--- src/verilog/tracker_pkg.sv ---
`default_nettype none

package tracker_pkg;

  ////////////////////////////////////////
  // widths with a meaning

  // sum and divider width
  localparam int SUM_WIDTH = 32;

  typedef logic [10:0] hcount_t;
  typedef logic [9:0]  vcount_t;
  typedef logic [15:0] rgb565_t;
  typedef logic [11:0] rgb444_t;
  typedef logic [7:0]  chroma_t;
  typedef logic [3:0]  nibble_t;

  // one raster position, as it leaves the timing source
  typedef struct packed {
    rgb565_t pixel;
    hcount_t hcount;
    vcount_t vcount;
    logic    blank;
    logic    hsync;
    logic    vsync;
  } video_beat_t;

  // what the output shows
  typedef enum logic [1:0] {
    VIEW_CAMERA    = 2'd0,
    VIEW_MASK      = 2'd1,
    VIEW_CROSSHAIR = 2'd2
  } view_mode_e;

  typedef struct packed {
    nibble_t    lower_bound;
    nibble_t    upper_bound;
    view_mode_e view;
  } track_cfg_t;

  // blanked beat, loaded into the beat chains on reset
  localparam video_beat_t BEAT_IDLE = '{pixel: '0, hcount: '0, vcount: '0,
                                        blank: 1'b1, hsync: 1'b0, vsync: 1'b0};

endpackage

`default_nettype wire

--- src/verilog/seq_divider.sv ---
`default_nettype none

module seq_divider import tracker_pkg::*; (
  input  logic                 clk_65mhz,
  input  logic                 sys_rst,
  input  logic                 start,
  input  logic [SUM_WIDTH-1:0] dividend,
  input  logic [SUM_WIDTH-1:0] divisor,
  output logic [SUM_WIDTH-1:0] quotient,
  output logic                 busy,
  output logic                 done
);

  localparam int CNT_W = $clog2(SUM_WIDTH);

  typedef enum logic {IDLE, RUN} div_state_e;

  div_state_e           state;
  logic [CNT_W-1:0]     bit_cnt;
  logic [SUM_WIDTH-1:0] rem_r, quo_r, den_r;

  // one restoring step, returns {remainder, quotient}
  function automatic logic [2*SUM_WIDTH-1:0] div_step(
    input logic [SUM_WIDTH-1:0] rem,
    input logic [SUM_WIDTH-1:0] quo,
    input logic [SUM_WIDTH-1:0] den
  );
    logic [SUM_WIDTH:0] shifted;
    logic [SUM_WIDTH:0] trial;
    shifted = {rem, quo[SUM_WIDTH-1]};
    trial   = shifted - {1'b0, den};
    // borrow means the divisor did not fit
    if (trial[SUM_WIDTH]) begin
      return {shifted[SUM_WIDTH-1:0], quo[SUM_WIDTH-2:0], 1'b0};
    end
    return {trial[SUM_WIDTH-1:0], quo[SUM_WIDTH-2:0], 1'b1};
  endfunction

  always_ff @(posedge clk_65mhz) begin
    if (sys_rst) begin
      state   <= IDLE;
      bit_cnt <= '0;
      done    <= 1'b0;
    end else begin
      done <= 1'b0;
      case (state)
        IDLE: begin
          // first bit is taken on the start edge
          if (start) begin
            {rem_r, quo_r} <= div_step('0, dividend, divisor);
            den_r   <= divisor;
            bit_cnt <= CNT_W'(1);
            state   <= RUN;
          end
        end
        RUN: begin
          {rem_r, quo_r} <= div_step(rem_r, quo_r, den_r);
          bit_cnt <= bit_cnt + CNT_W'(1);
          // last quotient bit
          if (bit_cnt == CNT_W'(SUM_WIDTH - 1)) begin
            state <= IDLE;
            done  <= 1'b1;
          end
        end
        default: state <= IDLE;
      endcase
    end
  end

  assign busy     = (state == RUN);
  assign quotient = quo_r;

endmodule

`default_nettype wire

--- src/verilog/chroma_convert.sv ---
`default_nettype none

module chroma_convert import tracker_pkg::*; (
  input  logic        clk_65mhz,
  input  logic        sys_rst,
  input  video_beat_t beat_in,
  output video_beat_t beat_out,
  output chroma_t     cr
);

  // channels widened to 8 bits
  logic [7:0] r8, g8, b8;
  // stage 1: weighted products
  logic [15:0] prod_r, prod_g, prod_b;
  // stage 2: signed sum
  logic signed [17:0] cr_sum;
  // stage 3 input, before the clamp
  logic signed [17:0] cr_full;
  video_beat_t beat_d [3];

  assign r8 = {beat_in.pixel[15:11], 3'b000};
  assign g8 = {beat_in.pixel[10:5], 2'b00};
  assign b8 = {beat_in.pixel[4:0], 3'b000};

  // offset after the arithmetic shift
  assign cr_full = (cr_sum >>> 8) + 18'sd128;

  always_ff @(posedge clk_65mhz) begin
    prod_r <= r8 * 8'd112;
    prod_g <= g8 * 8'd94;
    prod_b <= b8 * 8'd18;
    cr_sum <= $signed({2'b00, prod_r}) - $signed({2'b00, prod_g})
              - $signed({2'b00, prod_b});
    // clamp to 0..255
    if (cr_full < 0) begin
      cr <= 8'd0;
    end else if (cr_full > 18'sd255) begin
      cr <= 8'd255;
    end else begin
      cr <= cr_full[7:0];
    end
  end

  // beat rides beside the three arithmetic stages
  always_ff @(posedge clk_65mhz) begin
    if (sys_rst) begin
      beat_d <= '{default: BEAT_IDLE};
    end else begin
      beat_d[0] <= beat_in;
      beat_d[1] <= beat_d[0];
      beat_d[2] <= beat_d[1];
    end
  end

  assign beat_out = beat_d[2];

endmodule

`default_nettype wire

--- src/verilog/chroma_mask.sv ---
`default_nettype none

module chroma_mask import tracker_pkg::*; (
  input  logic        clk_65mhz,
  input  logic        sys_rst,
  input  video_beat_t beat_in,
  input  chroma_t     cr,
  input  track_cfg_t  cfg,
  output video_beat_t beat_out,
  output logic        in_mask
);

  nibble_t cr_top;
  logic    in_band;

  // only the top nibble of cr is compared
  assign cr_top  = cr[7:4];
  assign in_band = (cr_top >= cfg.lower_bound) && (cr_top <= cfg.upper_bound);

  always_ff @(posedge clk_65mhz) begin
    if (sys_rst) begin
      beat_out <= BEAT_IDLE;
      in_mask  <= 1'b0;
    end else begin
      beat_out <= beat_in;
      // blanked beats never count
      in_mask  <= !beat_in.blank && in_band;
    end
  end

endmodule

`default_nettype wire

--- src/verilog/centroid_accum.sv ---
`default_nettype none

module centroid_accum import tracker_pkg::*; #(
  parameter int H_ACTIVE = 1024,
  parameter int V_ACTIVE = 768
) (
  input  logic        clk_65mhz,
  input  logic        sys_rst,
  input  video_beat_t beat_in,
  input  logic        in_mask,
  output hcount_t     com_x,
  output vcount_t     com_y,
  output logic        com_valid
);

  logic [SUM_WIDTH-1:0] x_sum, y_sum, pix_count;
  logic [SUM_WIDTH-1:0] x_quot, y_quot;
  logic frame_close, div_start;
  logic x_busy, y_busy, x_done, y_done;
  // centroid inside the active area, checked by the bound properties
  logic com_in_area;

  ////////////////////////////////////////
  // frame sums

  // beat at 0,0 closes the old frame and opens the new one
  assign frame_close = (beat_in.hcount == '0) && (beat_in.vcount == '0);
  // empty frame starts nothing
  assign div_start   = frame_close && (pix_count != '0);

  always_ff @(posedge clk_65mhz) begin
    if (sys_rst) begin
      x_sum     <= '0;
      y_sum     <= '0;
      pix_count <= '0;
    end else if (frame_close) begin
      // closing beat counts toward the new frame
      x_sum     <= in_mask ? SUM_WIDTH'(beat_in.hcount) : '0;
      y_sum     <= in_mask ? SUM_WIDTH'(beat_in.vcount) : '0;
      pix_count <= in_mask ? SUM_WIDTH'(1) : '0;
    end else if (in_mask) begin
      x_sum     <= x_sum + SUM_WIDTH'(beat_in.hcount);
      y_sum     <= y_sum + SUM_WIDTH'(beat_in.vcount);
      pix_count <= pix_count + SUM_WIDTH'(1);
    end
  end

  ////////////////////////////////////////
  // mean column and row

  // dividers latch the totals on start
  seq_divider u_div_x (
    .clk_65mhz (clk_65mhz),
    .sys_rst   (sys_rst),
    .start     (div_start),
    .dividend  (x_sum),
    .divisor   (pix_count),
    .quotient  (x_quot),
    .busy      (x_busy),
    .done      (x_done)
  );

  seq_divider u_div_y (
    .clk_65mhz (clk_65mhz),
    .sys_rst   (sys_rst),
    .start     (div_start),
    .dividend  (y_sum),
    .divisor   (pix_count),
    .quotient  (y_quot),
    .busy      (y_busy),
    .done      (y_done)
  );

  // both finish together, held until the next frame
  always_ff @(posedge clk_65mhz) begin
    if (sys_rst) begin
      com_x     <= '0;
      com_y     <= '0;
      com_valid <= 1'b0;
    end else begin
      com_valid <= x_done && y_done;
      if (x_done && y_done) begin
        com_x <= hcount_t'(x_quot);
        com_y <= vcount_t'(y_quot);
      end
    end
  end

  assign com_in_area = (com_x < H_ACTIVE) && (com_y < V_ACTIVE);

endmodule

`default_nettype wire

--- src/verilog/crosshair_overlay.sv ---
`default_nettype none

module crosshair_overlay import tracker_pkg::*; #(
  parameter int H_ACTIVE = 1024,
  parameter int V_ACTIVE = 768
) (
  input  logic        clk_65mhz,
  input  logic        sys_rst,
  input  video_beat_t beat_in,
  input  logic        in_mask,
  input  track_cfg_t  cfg,
  input  hcount_t     com_x,
  input  vcount_t     com_y,
  output rgb444_t     out_pixel,
  output logic        out_hsync,
  output logic        out_vsync
);

  localparam rgb444_t LINE_GREEN = 12'h0F0;
  localparam rgb444_t MASK_WHITE = 12'hFFF;

  rgb444_t camera_px;
  rgb444_t view_px;
  logic    in_area;
  logic    on_line;

  // top nibble of each channel
  assign camera_px = {beat_in.pixel[15:12], beat_in.pixel[10:7], beat_in.pixel[4:1]};

  // crosshair stays inside the active area
  assign in_area = (beat_in.hcount < H_ACTIVE) && (beat_in.vcount < V_ACTIVE);
  assign on_line = in_area && ((beat_in.hcount == com_x) || (beat_in.vcount == com_y));

  ////////////////////////////////////////
  // view select

  always_comb begin
    case (cfg.view)
      VIEW_MASK:      view_px = in_mask ? MASK_WHITE : '0;
      VIEW_CROSSHAIR: view_px = on_line ? LINE_GREEN : camera_px;
      default:        view_px = camera_px;
    endcase
  end

  // blanking and syncs, one register
  always_ff @(posedge clk_65mhz) begin
    if (sys_rst) begin
      out_pixel <= '0;
      out_hsync <= 1'b0;
      out_vsync <= 1'b0;
    end else begin
      out_pixel <= beat_in.blank ? '0 : view_px;
      out_hsync <= beat_in.hsync;
      out_vsync <= beat_in.vsync;
    end
  end

endmodule

`default_nettype wire

--- src/verilog/color_tracker_top.sv ---
`default_nettype none

module color_tracker_top import tracker_pkg::*; #(
  parameter int H_ACTIVE = 1024,
  parameter int V_ACTIVE = 768
) (
  input  logic        clk_65mhz,
  input  logic        sys_rst,
  input  video_beat_t beat_in,
  input  track_cfg_t  cfg,
  output rgb444_t     out_pixel,
  output logic        out_hsync,
  output logic        out_vsync,
  output hcount_t     com_x,
  output vcount_t     com_y,
  output logic        com_valid
);

  // convert to mask
  video_beat_t conv_beat;
  chroma_t     conv_cr;
  // mask to accum and overlay
  video_beat_t mask_beat;
  logic        mask_bit;

  ////////////////////////////////////////
  // pixel path, 3 + 1 + 1 cycles

  chroma_convert u_convert (
    .clk_65mhz (clk_65mhz),
    .sys_rst   (sys_rst),
    .beat_in   (beat_in),
    .beat_out  (conv_beat),
    .cr        (conv_cr)
  );

  chroma_mask u_mask (
    .clk_65mhz (clk_65mhz),
    .sys_rst   (sys_rst),
    .beat_in   (conv_beat),
    .cr        (conv_cr),
    .cfg       (cfg),
    .beat_out  (mask_beat),
    .in_mask   (mask_bit)
  );

  // centroid side branch
  centroid_accum #(
    .H_ACTIVE (H_ACTIVE),
    .V_ACTIVE (V_ACTIVE)
  ) u_accum (
    .clk_65mhz (clk_65mhz),
    .sys_rst   (sys_rst),
    .beat_in   (mask_beat),
    .in_mask   (mask_bit),
    .com_x     (com_x),
    .com_y     (com_y),
    .com_valid (com_valid)
  );

  crosshair_overlay #(
    .H_ACTIVE (H_ACTIVE),
    .V_ACTIVE (V_ACTIVE)
  ) u_overlay (
    .clk_65mhz (clk_65mhz),
    .sys_rst   (sys_rst),
    .beat_in   (mask_beat),
    .in_mask   (mask_bit),
    .cfg       (cfg),
    .com_x     (com_x),
    .com_y     (com_y),
    .out_pixel (out_pixel),
    .out_hsync (out_hsync),
    .out_vsync (out_vsync)
  );

endmodule

`default_nettype wire

--- config.mk ---
export PLATFORM = sky130hd
export DESIGN_NAME = color_tracker_top
export DESIGN_NICKNAME = d
export VERILOG_FILES = /design/src/verilog/tracker_pkg.sv /design/src/verilog/seq_divider.sv /design/src/verilog/chroma_convert.sv /design/src/verilog/chroma_mask.sv /design/src/verilog/centroid_accum.sv /design/src/verilog/crosshair_overlay.sv /design/src/verilog/color_tracker_top.sv
export SDC_FILE = /design/constraint.sdc
export NUM_CORES = 1
export LEC_CHECK = 0
export ABC_AREA = 1
export BUFFER_PORTS_ARGS = -buffer_cell sky130_fd_sc_hd__buf_2
export CORE_ASPECT_RATIO = 1.75
export CORE_MARGIN = 2
export CORE_UTILIZATION = 47
export CTS_BUF_LIST = sky130_fd_sc_hd__clkbuf_4
export DETAILED_ROUTE_END_ITERATION = 8
export SETUP_SLACK_MARGIN = 0.4
export SYNTH_ARGS = -nofsm -noshare
export SYNTH_HDL_FRONTEND = slang
export SYNTH_SLANG_ARGS = --single-unit
--- constraint.sdc ---
create_clock -name clk_65mhz -period 12.4 [get_ports clk_65mhz]
set_clock_uncertainty 0.15 [all_clocks]
set_input_delay 1.24 -clock clk_65mhz [delete_from_list [all_inputs] [get_ports clk_65mhz]]
set_output_delay 1.24 -clock clk_65mhz [all_outputs]
set_load 0.02 [all_outputs]
==> results of run 1 <==
stage by stage:
stage / hold WS, ns / utilization / cells / instance area [µm²] / setup slack [ns]
6_report: 0.2421 / 0.5195 / 4804 / 31090 / 8.880
3_3_place_gp: 0.2384 / 0.4931 / 4586 / 29510 / 8.007
3_5_place_dp: 0.2416 / 0.4931 / 4586 / 29510 / 8.007
5_1_grt: 0.2540 / 0.5195 / 4804 / 31090 / 8.599
4_1_cts: 0.2310 / 0.5194 / 4801 / 31090 / 8.954
2_1_floorplan: 0.2383 / - / 3783 / 28330 / 6.977
layout make-up:
type / instances / area, µm²
fillers: 6091 / 28760
multi-input cells: 2477 / 12920
flip-flops and latches: 526 / 12460
inverters: 697 / 2616
clock buffers: 169 / 1269
well taps: 786 / 983.4
repair buffers: 100 / 539.3
clock inverters: 46 / 302.8
diodes: 3 / 7.507
metal layers:
layer | vias up | GRT usage
met2 | 548 | 0.4736
met1 | 10887 | 0.2283
met4 | 0 | 0.1756
met3 | 246 | 0.03414
met5 | - | 0
li1 | 12291 | -
placed cells by master, fill, tap and decap left out, drive strengths merged, types with 70 or more instances in the layout:
cell,n
clkbuf,169
o21ai,184
buf,100
a21oi,216
nor3,70
nor2,443
edfxtp,192
dfxtp,334
inv,699
nand2,955
ha,159
nand3,203
cells by family (layout without fill, tap and decap cells):
family	count (synthesis)	after routing	share of synthesized area
other cells	0	3	0
buf+inv	780	1012	0.1055
compound gates	442	442	0.08315
xor+xnor	75	75	0.02318
flops	526	526	0.4395
simple gates	1780	1780	0.2636
fa+ha+maj	180	180	0.08505
state kept, by name, indices dropped and copies added, names as in the netlist, 5 cells and up:
register / count
u_accum.u_div_y.den_r: 32
u_overlay.out_pixel: 12
u_accum.x_sum: 32
u_convert.beat_d: 72
u_accum.com_x: 11
u_accum.u_div_x.quotient: 32
u_accum.u_div_y.quotient: 32
u_accum.u_div_x.bit_cnt: 5
u_accum.u_div_x.den_r: 32
u_accum.u_div_x.rem_r: 32
u_accum.com_y: 10
u_convert.prod_r: 8
u_mask.beat_out: 36
u_convert.prod_g: 12
u_convert.prod_b: 9
u_accum.pix_count: 32
u_convert.beat_out: 36
u_convert.cr_sum: 10
u_accum.y_sum: 32
u_accum.u_div_y.bit_cnt: 5
u_accum.u_div_y.rem_r: 32
worst register-to-register path: stages (launching register included):
cell and delay, ns:
dfxtp_1 0.35, or2_2 0.30, nor3_1 0.21, nand3_1 0.10, buf_4 0.25, inv_1 0.15
nand2_1 0.26, a21oi_4 0.36, buf_4 0.70
report_power, final:
group / total (mW) / switching (mW) / internal (mW)
logic: 0.650 / 0.397 / 0.252
registers: 1.88 / 0.0279 / 1.85
clock network: 1.40 / 0.683 / 0.713
worst max-delay path by stage:
stage          startpoint                          end  slack, ns  cells past startpoint
6_report          sys_rst             u_accum.y_sum[6]       8.88                      7
5_1_grt           sys_rst            u_accum.y_sum[20]       8.60                      7
4_1_cts           sys_rst            u_accum.y_sum[20]       8.95                      7
3_5_place_dp      sys_rst             u_accum.y_sum[6]       8.01                      7
3_3_place_gp      sys_rst             u_accum.y_sum[6]       8.01                      7
2_1_floorplan     sys_rst  u_accum.u_div_y.quotient[0]       6.98                      3
==> impl_metrics.yaml, run 1 <==
timing:
  drv_slew: 0
  tightestPinTransition_ns: 1.009
  fin_crit_ns: 3.520
  hold_viol_final: 0
  finalSetupViolCount: 0
  setup_tns_ns: 0
  max_freq_mhz: 284.1
  period_share: 0.2839
  slew_headroom: 0.3264
  rsz0062_at_grt: "no"
cts:
  cts-root-buf: "clkbuf_4"
  ctsResizeCount: 0
  post_cts_buffers: 0
  clk_latency_ns: 0.89
  numCtsBuffers: 116
  cts_hold_repair.buffers: 0
  cts_buffer_depth: 3
  cts.sinks: 526
  h-tree-depth: 3
  path_clk_slew_ns: 0.08
  cts_tree: "done"
critical_path:
  required_ns: 12.98
  cp_slowest_cell: "clkinv_1"
  cp.buffers_inverters: 4
  end_kind: "flop"
  max_stage_delay_ns: 0.62
  critPathMaxFanout: 45
  crit_chain: "buf_6, inv_1, nand2_1, clkinv_1, buf_4, o21ai_0, a21oi_1"
  r2r-end: "u_accum.u_div_x.quotient[24]"
  cp-start-kind: "input pin"
  arrival_ns: 4.10
  worstSetupPathType: "input pin to flop"
  rrSetupSlack_ns: 9.08
  reg2reg_depth: 8
  rr_startpoint: "u_mask.beat_out[17]"
  cpLargestDelayFamily: "buffers and inverters"
layout:
  nets: 4150
  drive_above_1_share: 0.08418
  area_delta_synth_final_pct: 9.737
synthesis:
  synth_top_cell_area_share: 0.2360
  yosysUniqueCellTypes: 47
  netlist_instances: 3783
  async_flop_share: 0
  yosysTopAreaCell: "dfxtp_1"
  synth_nets: 4015
  synth_common_cells: "940 x nand2_1, 696 x inv_1, 440 x nor2_1"
  synthTopCellsByArea: "dfxtp_1 24%, edfxtp_1 20%, nand2_1 12%"
  synth.most_common_cell: "nand2_1"
  avgSynthCellArea_um2: 7.490
  synth.ff_latch_count: 526
  synthesis.area_um2: 28330
  yosys_warnings: 0
  ys_seq_area_frac: 0.4395
  synthFlopType: "dfxtp_1"
  synth_edf_count: 192
die:
  die_w_um: 189.6
  die_y_um: 328.8
  die_area_um2: 62340
  ioPinCount: 88
  placementRows: 119
  coreArea_um2: 59850
  initial_utilization: 0.4734
routing:
  dr.first_iter.drc_count: 1087
  drt-met1-wl_um: 26400
  avgViaCountPerCell: 4.990
  wl_per_cell_um: 15.62
  ant_nets: 0
  vias: 23972
  top_layer: "met4"
  drc: 0
  drtPass1Iterations: 7
  wl_um: 75060
  wl_met2_um: 40760
  wl_met3_um: 2494
global_routing:
  antenna_found_initial: 2
  grt_start_max_net_pins: 90
  overflow: 0
  grt_usage: 0.2433
  grt_pass1_wl_um: 119000
  grt_pass1_vias: 23975
placed_design:
  gp_congestion: 0.9339
  port_buffers: 87
  hpwl_um: 57130
worst_hold_path:
  hp-class: "flop to flop"
  min_from: "u_convert.beat_out[12]"
  min_path_cells: 2
  holdPathEnd: "u_mask.beat_out[12]"
power_and_ir_drop:
  vdd_ir_drop_max_mv: 0.1193
  powerDensity_nw_per_um2: 126.3
  p_leak_nw: 14.81
  p_total_mw: 3.928
run_status:
  outcome: "completed"
job:
  drv_cap: 0
Power figures use the tool's default switching activity.
==> run 2, diff against run 1 <==
ABC_AREA = 0   (was 1)
PLACE_DENSITY = 0.66   (was unset)
clock period = 2.88 ns   (was 12.4 ns; I/O delays follow)
==> impl_metrics.yaml, run 2 <==
die:
  placementRows: 113
  initial_utilization: 0.4744
  die_area_um2: 56620
  ioPinCount: 88
  coreArea_um2: 54150
  die_w_um: 180.7
  die_y_um: 313.3
power_and_ir_drop:
  p_leak_nw: 14.61
  p_total_mw: 17.87
  vdd_ir_drop_max_mv: 1.232
  powerDensity_nw_per_um2: 507.1
cts:
  clk_latency_ns: 0.91
  numCtsBuffers: 117
  cts_tree: "done"
  path_clk_slew_ns: 0.09
  cts-root-buf: "clkbuf_4"
  cts_buffer_depth: 3
  cts.sinks: 526
  h-tree-depth: 3
critical_path:
  arrival_ns: 3.90
  startpoint: "u_accum.u_div_y.quotient[31]"
  critPathMaxFanout: 4
  rrSetupSlack_ns: -0.57
  max_stage_delay_ns: 0.41
  worstSetupPathType: "flop to flop"
  cp_slowest_cell: "edfxtp_1"
  rr_startpoint: "u_accum.u_div_y.quotient[31]"
  required_ns: 3.33
  crit_chain: "inv_1, ha_2, inv_2, fa_2, a21o_1, a221oi_4, nand3_2, a32oi_2, a21oi_2, buf_4, or2_4, and3_4, or4_1"
  r2r-end: "u_accum.u_div_y.rem_r[27]"
  end_kind: "flop"
  cp-start-kind: "flop"
  reg2reg_depth: 13
  endpoint: "u_accum.u_div_y.rem_r[27]"
timing:
  setup_ws_ns: -0.5660
  max_freq_mhz: 290.2
  fin_crit_ns: 3.446
  setup_tns_ns: -27.44
  slew_headroom: 0.4012
  tightestPinTransition_ns: 0.8982
  drv_slew: 0
  hold_viol_final: 0
  rsz0062_at_grt: "yes"
  finalSetupViolCount: 70
  period_share: 1.197
routing:
  ant_nets: 0
  drtPass1Iterations: 5
  wl_um: 74810
  wl_per_cell_um: 18.54
  drc: 0
  dr.first_iter.drc_count: 1182
  avgViaCountPerCell: 5.481
  vias: 22110
layout:
  area_delta_synth_final_pct: 37.20
  largest_register_ffs: 72
  nets: 3475
  reg_top3: "u_convert.beat_d x72, u_convert.beat_out x36, u_mask.beat_out x36"
  design_area_um2: 35250
  drive_above_1_share: 0.3324
  largest-register: "u_convert.beat_d"
  mostFrequentLayoutCells: "367 x buf_4, 312 x dfxtp_1, 197 x nand2_1"
  final_common_cell: "buf_4"
worst_hold_path:
  hp-class: "input pin to flop"
synthesis:
  synth_edf_count: 192
  synth.most_common_cell: "dfxtp_1"
  yosysTopAreaCell: "dfxtp_1"
  synth_top_family_by_area: "simple AND/OR/NAND/NOR gates"
  avgSynthCellArea_um2: 9.969
  synth_compound_area_frac: 0.1267
  synthFlopType: "dfxtp_1"
  ys_seq_area_frac: 0.4847
  netlist_instances: 2577
  synth_fa_ha_area_frac: 0.09380
  synth.ff_latch_count: 526
  synth_nets: 2809
  synthSimpleGateAreaFrac: 0.1637
  synthesis.area_um2: 25690
  yosysUniqueCellTypes: 78
  synthTopCellsByArea: "dfxtp_1 26%, edfxtp_1 22%, ha_1 7.7%"
  synthMuxAreaShare: 0.03584
  yosys_warnings: 0
  async_flop_share: 0
  synth_xor_area_frac: 0.05216
  synth_common_cells: "334 x dfxtp_1, 221 x nand2_1, 192 x edfxtp_1"
  synth_top_cell_area_share: 0.2603
global_routing:
  grt_pass1_vias: 22943
  overflow: 0
  grt_pass1_wl_um: 113300
  grt_usage: 0.2492
  grt_start_max_net_pins: 85
  antenna_found_initial: 3
job:
  drv_cap: 0
placed_design:
  placed_area_um2: 29670
  place_ws_ns: -0.7450
  hpwl_um: 49420
  gp_congestion: 0.9253
  port_buffers: 87
run_status:
  outcome: "finished with violations"
  violations: "setup timing"
-- run 2: metrics by stage --
stage | std cells | util | hold slack [ns]
final | 4034 | 0.6509 | 0.05563
after global routing | 4034 | 0.6509 | -0.005916
after CTS | 3961 | 0.6192 | 0.01089
after detailed placement | 3602 | 0.5480 | 0.2526
after global placement | 3602 | 0.5480 | 0.2466
after floorplan | 2577 | - | 0.1657
-- run 2: kinds of logic (layout without fill, tap and decap cells) --
group | after synthesis | after routing
mux | 85 | 85
other cells | 0 | 2
buf+inv | 289 | 1053
fa+ha+maj | 180 | 180
xor+xnor | 153 | 153
flops | 526 | 526
simple gates | 829 | 830
compound gates | 515 | 515
-- run 2: worst max-delay path: cells and delay by family, from the launching register on --
kind | cells | cell delay (ns)
flops | 1 | 0.41
fa+ha+maj | 2 | 0.53
compound gates | 4 | 0.84
buf+inv | 3 | 0.27
simple gates | 4 | 0.97
-- run 2: per-layer routing --
metal  global-route usage  vias up  wire length, µm
met3              0.04380      275             3383
met5                    0        -               13
met4               0.1613        2             4829
met1               0.2369    10658            26110
met2               0.4828      677            40470
li1                     -    10498                -
-- run 2: report_power, final --
group | internal (mW) | switching, mW | total, mW
combinational | 1.94 | 1.83 | 3.77
sequential | 7.98 | 0.136 | 8.11
clock | 3.01 | 2.99 | 6.00
-- run 2: final cells by class --
cell class	count	area, µm²
Sequential cell	526	12500
Multi-Input combinational cell	1763	13760
Tap cell	690	863.3
Clock buffer	177	1329
Antenna cell	2	5.005
Timing Repair Buffer	649	5853
Clock inverter	41	242.7
Fill cell	4121	18900
Inverter	186	703.2
-- run 2: how the worst min path moves through the flow --
stage                               from                     to  slack, ns  cells past startpoint
floorplan                    beat_in[24]    u_convert.prod_b[4]       0.17                      0
global placement    u_convert.beat_d[82]   u_convert.beat_d[42]       0.25                      1
detailed placement  u_convert.beat_d[42]  u_convert.beat_out[2]       0.25                      1
CTS                          beat_in[27]   u_convert.prod_b[10]       0.01                      3
global route                  beat_in[2]   u_convert.beat_d[82]     -0.006                      3
finish                        beat_in[2]   u_convert.beat_d[82]       0.06                      3
-- run 2: what timing repair did --
action	in CTS	in global routing
gates cloned	11	13
pin swaps	108	145
endpoints found under the hold margin	183	4
hold buffers	81	3
endpoints found under the setup margin	369	329
buffers inserted	49	55
resized for setup	193	223
